`src/rvCore_consts.svh`:
```
`ifndef RVCORE_CONSTS_SVH
`define RVCORE_CONSTS_SVH

// data and address width
`define XLEN 32

// architectural integer registers
`define REG_COUNT 32

// first fetch address after reset
`define RESET_PC 32'h0000_0000

`endif

```
`src/rvCorePkg.sv`:
```
`include "rvCore_consts.svh"

package rvCorePkg;

	// rv32i major opcodes handled by the core
	typedef enum logic [6:0] {
		OP     = 7'b0110011,
		OP_IMM = 7'b0010011,
		LUI    = 7'b0110111,
		LOAD   = 7'b0000011,
		STORE  = 7'b0100011,
		BRANCH = 7'b1100011,
		JAL    = 7'b1101111
	} opcodeE;

	typedef enum logic [3:0] {
		ADD   = 4'd0,
		SUB   = 4'd1,
		AND   = 4'd2,
		OR    = 4'd3,
		XOR   = 4'd4,
		SLT   = 4'd5,
		SLTU  = 4'd6,
		SLL   = 4'd7,
		SRL   = 4'd8,
		SRA   = 4'd9,
		PASSB = 4'd10
	} aluOpE;

	// immediate encodings
	typedef enum logic [2:0] {
		FMT_I = 3'd0,
		FMT_S = 3'd1,
		FMT_B = 3'd2,
		FMT_U = 3'd3,
		FMT_J = 3'd4
	} immFmtE;

	typedef struct packed {
		logic regWrite;
		logic memToReg;
		logic memWrite;
		logic memRead;
		logic aluSrcImm;
		logic branch;
		logic branchNe;
		logic jump;
		// write back pc+4
		logic linkPc;
		aluOpE aluOp;
		immFmtE immFmt;
	} ctrlS;

	// data port request, addr and wdata valid with write or read
	typedef struct packed {
		logic [`XLEN-1:0] addr;
		logic [`XLEN-1:0] wdata;
		logic write;
		logic read;
	} memReqS;

endpackage

```
`src/alu.sv`:
```
`include "rvCore_consts.svh"

module alu (
	input logic [`XLEN-1:0] a,
	input logic [`XLEN-1:0] b,
	input rvCorePkg::aluOpE op,
	output logic [`XLEN-1:0] result,
	output logic zero
);
	import rvCorePkg::*;

	logic [4:0] shamt;

	assign shamt = b[4:0];

	always_comb begin
		case (op)
			ADD: result = a + b;
			SUB: result = a - b;
			AND: result = a & b;
			OR: result = a | b;
			XOR: result = a ^ b;
			SLT: begin
				result = {{(`XLEN-1){1'b0}}, $signed(a) < $signed(b)};
			end
			SLTU: begin
				result = {{(`XLEN-1){1'b0}}, a < b};
			end
			SLL: result = a << shamt;
			SRL: result = a >> shamt;
			SRA: result = $unsigned($signed(a) >>> shamt);
			// lui
			PASSB: result = b;
			default: result = '0;
		endcase
	end

	assign zero = (result == '0);

endmodule

```
`src/immGen.sv`:
```
`include "rvCore_consts.svh"

module immGen (
	input logic [`XLEN-1:0] inst,
	input rvCorePkg::immFmtE immFmt,
	output logic [`XLEN-1:0] imm
);
	import rvCorePkg::*;

	logic sign;

	assign sign = inst[31];

	always_comb begin
		case (immFmt)
			FMT_I: begin
				imm = {{20{sign}}, inst[31:20]};
			end
			FMT_S: begin
				imm = {{20{sign}}, inst[31:25], inst[11:7]};
			end
			FMT_B: begin
				// bit 0 always clear
				imm = {{19{sign}}, inst[31], inst[7], inst[30:25], inst[11:8], 1'b0};
			end
			FMT_U: begin
				imm = {inst[31:12], 12'b0};
			end
			FMT_J: begin
				imm = {{11{sign}}, inst[31], inst[19:12], inst[20], inst[30:21], 1'b0};
			end
			default: begin
				imm = '0;
			end
		endcase
	end

endmodule

```
`src/pcUnit.sv`:
```
`include "rvCore_consts.svh"

module pcUnit (
	input logic clk,
	input logic rstN,
	input rvCorePkg::ctrlS ctrl,
	input logic [`XLEN-1:0] imm,
	input logic zero,
	output logic [`XLEN-1:0] pc,
	output logic [`XLEN-1:0] pcPlus4
);

	logic branchTaken;
	logic [`XLEN-1:0] pcTarget;
	logic [`XLEN-1:0] pcNext;

	// bne inverts the equality test
	assign branchTaken = ctrl.branch && (zero != ctrl.branchNe);

	assign pcPlus4 = pc + `XLEN'd4;
	assign pcTarget = pc + imm;
	assign pcNext = (ctrl.jump || branchTaken) ? pcTarget : pcPlus4;

	always_ff @(posedge clk) begin
		if (!rstN) begin
			pc <= `RESET_PC;
		end else begin
			pc <= pcNext;
		end
	end

endmodule

```
`src/regFile.sv`:
```
`include "rvCore_consts.svh"

module regFile (
	input logic clk,
	input logic [$clog2(`REG_COUNT)-1:0] rs1,
	input logic [$clog2(`REG_COUNT)-1:0] rs2,
	input logic [$clog2(`REG_COUNT)-1:0] rd,
	input logic we,
	input logic [`XLEN-1:0] wdata,
	output logic [`XLEN-1:0] rdata1,
	output logic [`XLEN-1:0] rdata2
);

	logic [`XLEN-1:0] regs [`REG_COUNT];

	always_ff @(posedge clk) begin
		if (we && rd != '0) begin
			regs[rd] <= wdata;
		end
	end

	// x0 reads as zero regardless of array contents
	assign rdata1 = (rs1 == '0) ? '0 : regs[rs1];
	assign rdata2 = (rs2 == '0) ? '0 : regs[rs2];

endmodule

```
`src/rvCore.sv`:
```
`include "rvCore_consts.svh"

module rvCore (
	input logic clk,
	input logic rstN,
	output logic [`XLEN-1:0] pc,
	input logic [`XLEN-1:0] inst,
	output rvCorePkg::memReqS memReq,
	input logic [`XLEN-1:0] rdata
);
	import rvCorePkg::*;

	ctrlS ctrl;
	logic [`XLEN-1:0] imm;
	logic [`XLEN-1:0] rs1Data;
	logic [`XLEN-1:0] rs2Data;
	logic [`XLEN-1:0] aluB;
	logic [`XLEN-1:0] aluResult;
	logic aluZero;
	logic [`XLEN-1:0] pcPlus4;
	logic [`XLEN-1:0] wbData;

	rvDecoder decoder0 (
		.inst(inst),
		.rstN(rstN),
		.ctrl(ctrl)
	);

	immGen immGen0 (
		.inst(inst),
		.immFmt(ctrl.immFmt),
		.imm(imm)
	);

	regFile regFile0 (
		.clk(clk),
		.rs1(inst[19:15]),
		.rs2(inst[24:20]),
		.rd(inst[11:7]),
		.we(ctrl.regWrite),
		.wdata(wbData),
		.rdata1(rs1Data),
		.rdata2(rs2Data)
	);

	assign aluB = ctrl.aluSrcImm ? imm : rs2Data;

	alu alu0 (
		.a(rs1Data),
		.b(aluB),
		.op(ctrl.aluOp),
		.result(aluResult),
		.zero(aluZero)
	);

	pcUnit pcUnit0 (
		.clk(clk),
		.rstN(rstN),
		.ctrl(ctrl),
		.imm(imm),
		.zero(aluZero),
		.pc(pc),
		.pcPlus4(pcPlus4)
	);

	// load data, then link address, then alu
	always_comb begin
		if (ctrl.memToReg) begin
			wbData = rdata;
		end else if (ctrl.linkPc) begin
			wbData = pcPlus4;
		end else begin
			wbData = aluResult;
		end
	end

	always_comb begin
		memReq.addr = aluResult;
		memReq.wdata = rs2Data;
		memReq.write = ctrl.memWrite;
		memReq.read = ctrl.memRead;
	end

endmodule

```
`src/rvDecoder.sv`:
```
`include "rvCore_consts.svh"

module rvDecoder (
	input logic [`XLEN-1:0] inst,
	input logic rstN,
	output rvCorePkg::ctrlS ctrl
);
	import rvCorePkg::*;

	localparam int regIdxW = $clog2(`REG_COUNT);

	opcodeE opcode;
	logic [2:0] funct3;
	logic altFn;
	logic [regIdxW-1:0] rdIdx;
	logic rdLive;

	// funct3 to alu op, sub only exists in the register form
	function automatic aluOpE decodeAluOp(
		input logic [2:0] f3,
		input logic alt,
		input logic regForm
	);
		aluOpE op;
		case (f3)
			3'b000: op = (alt && regForm) ? SUB : ADD;
			3'b001: op = SLL;
			3'b010: op = SLT;
			3'b011: op = SLTU;
			3'b100: op = XOR;
			3'b101: op = alt ? SRA : SRL;
			3'b110: op = OR;
			default: op = AND;
		endcase
		return op;
	endfunction

	assign opcode = opcodeE'(inst[6:0]);
	assign funct3 = inst[14:12];
	assign altFn = inst[30];
	assign rdIdx = inst[11:7];

	// no point writing x0
	assign rdLive = (rdIdx != '0);

	always_comb begin
		ctrl = '0;
		if (rstN) begin
			case (opcode)
				OP: begin
					ctrl.regWrite = rdLive;
					ctrl.aluOp = decodeAluOp(funct3, altFn, 1'b1);
				end
				OP_IMM: begin
					ctrl.regWrite = rdLive;
					ctrl.aluSrcImm = 1'b1;
					ctrl.aluOp = decodeAluOp(funct3, altFn, 1'b0);
					ctrl.immFmt = FMT_I;
				end
				LUI: begin
					ctrl.regWrite = rdLive;
					ctrl.aluSrcImm = 1'b1;
					ctrl.aluOp = PASSB;
					ctrl.immFmt = FMT_U;
				end
				LOAD: begin
					// word loads only
					if (funct3 == 3'b010) begin
						ctrl.regWrite = rdLive;
						ctrl.memToReg = 1'b1;
						ctrl.memRead = 1'b1;
						ctrl.aluSrcImm = 1'b1;
						ctrl.aluOp = ADD;
						ctrl.immFmt = FMT_I;
					end
				end
				STORE: begin
					if (funct3 == 3'b010) begin
						ctrl.memWrite = 1'b1;
						ctrl.aluSrcImm = 1'b1;
						ctrl.aluOp = ADD;
						ctrl.immFmt = FMT_S;
					end
				end
				BRANCH: begin
					// beq and bne, compare by subtract
					if (funct3[2:1] == 2'b00) begin
						ctrl.branch = 1'b1;
						ctrl.branchNe = funct3[0];
						ctrl.aluOp = SUB;
						ctrl.immFmt = FMT_B;
					end
				end
				JAL: begin
					ctrl.regWrite = rdLive;
					ctrl.jump = 1'b1;
					ctrl.linkPc = 1'b1;
					ctrl.immFmt = FMT_J;
				end
				default: begin
					ctrl = '0;
				end
			endcase
		end
	end

endmodule
```
`config.mk`:
```
export PLATFORM = sky130hd
export DESIGN_NAME = rvCore
export DESIGN_NICKNAME = d
export VERILOG_FILES = /design/src/rvCorePkg.sv /design/src/alu.sv /design/src/immGen.sv /design/src/pcUnit.sv /design/src/regFile.sv /design/src/rvCore.sv /design/src/rvDecoder.sv
export VERILOG_INCLUDE_DIRS = /design/src
export SDC_FILE = /design/constraint.sdc
export NUM_CORES = 2
export LEC_CHECK = 0
export ABC_CLOCK_PERIOD_IN_PS = 17700
export BUFFER_PORTS_ARGS = -buffer_cell sky130_fd_sc_hd__buf_2
export CAP_MARGIN = 0
export CORE_MARGIN = 2
export CORE_UTILIZATION = 48
export DETAILED_ROUTE_END_ITERATION = 8
export PLACE_DENSITY = 0.74
export SYNTH_ARGS = -nofsm -noshare
export SYNTH_HDL_FRONTEND = slang
export SYNTH_HIERARCHICAL = 1
export SYNTH_SLANG_ARGS = --single-unit
```
`constraint.sdc`:
```
create_clock -name clk -period 17.7 [get_ports clk]
set_clock_uncertainty 0.1 [all_clocks]
set_input_delay 3.54 -clock clk [delete_from_list [all_inputs] [get_ports clk]]
set_output_delay 3.54 -clock clk [all_outputs]
set_load 0.005 [all_outputs]
```
==> results.txt <==
core area -> 131,000 um2
vias in the first global route -> 46,800
Worst Hold Launch -> pcUnit0/pc[1]
RR Endpoint -> pcUnit0/pc[28]
worst vdd ir -> 0.0758 mV
Skew-Pair Late Insertion Delay -> 0.75 ns
hold path depth -> 2
fin crit share -> 83.0%
M1 wire length -> 82,400 um
final worst path period need -> 14.69 ns
Routed WL -> 239,000 um
Starting Density -> 48.4%
CTS root buffer -> clkbuf_16
Die W -> 368 um
relative slew slack -> 9.30%
Worst setup EP type -> primary output
row count -> 133
min-delay worst type -> flip-flop to flip-flop
gr usage total -> 34.3%
vias -> 48,700
total grt overflow -> 0
WP data required -> 14.06 ns
Yosys top cell area share -> 48.3%
Worst Reg-to-Reg Cells -> 25
fin nets -> 5,051
Most used DFF post-synth -> edfxtp_1
Final HPWL DP -> 155,000 um
Synth area leaders -> edfxtp_1 48%, mux4_2 12%, mux2i_1 6.4%
max cap viols -> 0
synth cell count leaders -> 1,024 x edfxtp_1, 405 x mux2i_1, 342 x mux4_2
CTS tree -> yes
Critical Path Source Type -> input pin
Routed Antenna Nets -> 0
leakage power -> 24.4 nW
post-CTS setup buffer count -> 0
TritonCTS buffer count -> 105
Mapped Area -> 63,600 um2
Synth async-reset ratio -> 0%
CP Max Fanout -> 32
highest clock rate -> 68.1 MHz
Routed met3 length -> 31,700 um
Avg WL per Cell -> 35.7 um
Post-Synthesis Cells -> 4,746
H-tree levels -> 3
Via density -> 7.28
First-pass DRT Iterations -> 7
setup TNS -> 0 ns
clock net sink count -> 1,056
Distinct cells, synth -> 129
Max Slew Vio Count -> 0
synth warn -> 6
Hold Vio Cnt, Final -> 0
Util after Layout -> 53.5%
chip height -> 368 um
most frequent cell after synthesis -> edfxtp_1
design area -> 70,300 um2
worst slew pin tran -> 1.36 ns
register area share after synthesis -> 49.3%
share of cells above drive strength 1 -> 23.7%
Seq cells post-synth -> 1,056
Cell Area, Placed -> 66,800 um2
number of synthesized flops with an enable pin -> 1,024
Total Power -> 7.17 mW
DRT iter0 DRCs -> 7,991
WS Path Type -> input pin to primary output
CP arrival -> 11.05 ns
Die Area -> 136,000 um2
Reg-to-Reg Start -> regFile0/regs[27][2]
first-pass GRT wire length -> 336,000 um
Synth area leader -> edfxtp_1
CTS resizes -> 0
status -> completed
Clock Pin Slew Worst Setup and Hold Paths -> 0.06 ns
Layout area overhead -> 10.5%
DRC viols -> 0
CTS Hold Bufs -> 0
Post-Syn Area per Cell -> 13.4 um2
initial antenna violation count -> 8
port buffer count -> 163
top layer in use -> met5
largest net degree at the start of global routing -> 122
IO Count -> 164
Hold Crit Endpoint -> pcUnit0/pc[1]
Max Root-Sink Buffers -> 3
worst reg2reg setup slack -> 7.71 ns
count of final setup violators -> 0
pwr dens -> 102 nW/um2
placer congestion estimate -> 1.00
RSZ-0062 raised after global routing -> false
wire length on met2 -> 108,000 um
[through the flow]
step | setup WS [ns] | hold slack, ns | cells
floorplan | 4.98 | 0.377 | 4777
global placement | 3.31 | 0.493 | 6500
detailed placement | 3.24 | 0.499 | 6500
CTS | 3.25 | 0.510 | 6695
global route | 2.87 | 0.568 | 6695
finish | 3.01 | 0.517 | 6696
[worst max-delay path, cell delays in order]
cell and delay (ns):
buf_2 0.08, buf_4 0.37, or2_2 0.85, or4_4 0.75, o21ai_0 0.42, a311oi_2 1.16, inv_1 0.12, ha_1 0.55
inv_1 0.28, nor3_1 0.09, a221o_1 0.39, or3b_1 0.47, a211oi_1 0.60, or2_2 0.26, a21oi_1 0.08, o31ai_1 0.24
a211oi_1 0.10, a21oi_1 0.42, buf_2 0.21
[power by group]
part           internal (mW)  switching (mW)
sequential              3.07          0.0129
combinational          0.547            1.25
clock                   1.32           0.974
total                   4.94            2.23
[how the worst max path moves through the flow]
stage	start	endpoint	slack [ns]	cells past startpoint
floorplan	inst[2]	memReq[61]	4.98	23
global placement	inst[22]	memReq[61]	3.31	22
detailed placement	inst[22]	memReq[61]	3.24	22
CTS	inst[22]	memReq[61]	3.25	22
global route	inst[20]	memReq[62]	2.87	22
finish	inst[18]	memReq[61]	3.01	19
[placed cells by master, fill, tap and decap left out, drive strengths merged, types with 35 or more instances in the layout]
master / count
edfxtp: 1024
mux2i: 407
mux4: 398
buf: 347
nand2: 317
o21ai: 212
nor2: 203
a21oi: 201
ha: 130
clkbuf: 129
mux2: 128
inv: 127
a211oi: 95
a22oi: 84
a221oi: 83
nand3: 80
o221ai: 76
nor2b: 67
nand4: 53
nor3: 50
xnor2: 46
clkinv: 46
a311oi: 35
[final cells by class]
type | count | area, um2
Antenna cell | 1 | 2.50
Clock buffer | 129 | 2760
Clock inverter | 66 | 758
Fill cell | 10600 | 61200
Inverter | 126 | 474
Multi-Input combinational cell | 3216 | 30400
Sequential cell | 1056 | 31400
Tap cell | 1755 | 2200
Timing Repair Buffer | 347 | 2290
[layer usage]
| metal | vias to the layer above | global-route usage, % |
|---|---|---|
| li1 | 19400 | - |
| met1 | 24300 | 43.5 |
| met2 | 4124 | 53.0 |
| met3 | 875 | 8.59 |
| met4 | 8 | 21.2 |
| met5 | - | 0 |
[registers in the layout, indices dropped and copies added, names as in the netlist]
signal         flops
regFile0/regs   1024
pcUnit0/pc        32
[cells by family (layout without fill, tap and decap cells)]
group	after synthesis	count (layout)	share of synthesized area, %
and+or+nand+nor	962	962	7.53
xor gates and xnor gates	69	69	0.961
adders and majority gates	134	134	2.67
AOI/OAI and AO/OA	1086	1086	12.2
other	1	33	0.00589
DFF	1056	1056	49.3
muxes	933	933	23.3
buffers and inverters	505	668	4.03
Power figures use the tool's default switching activity.
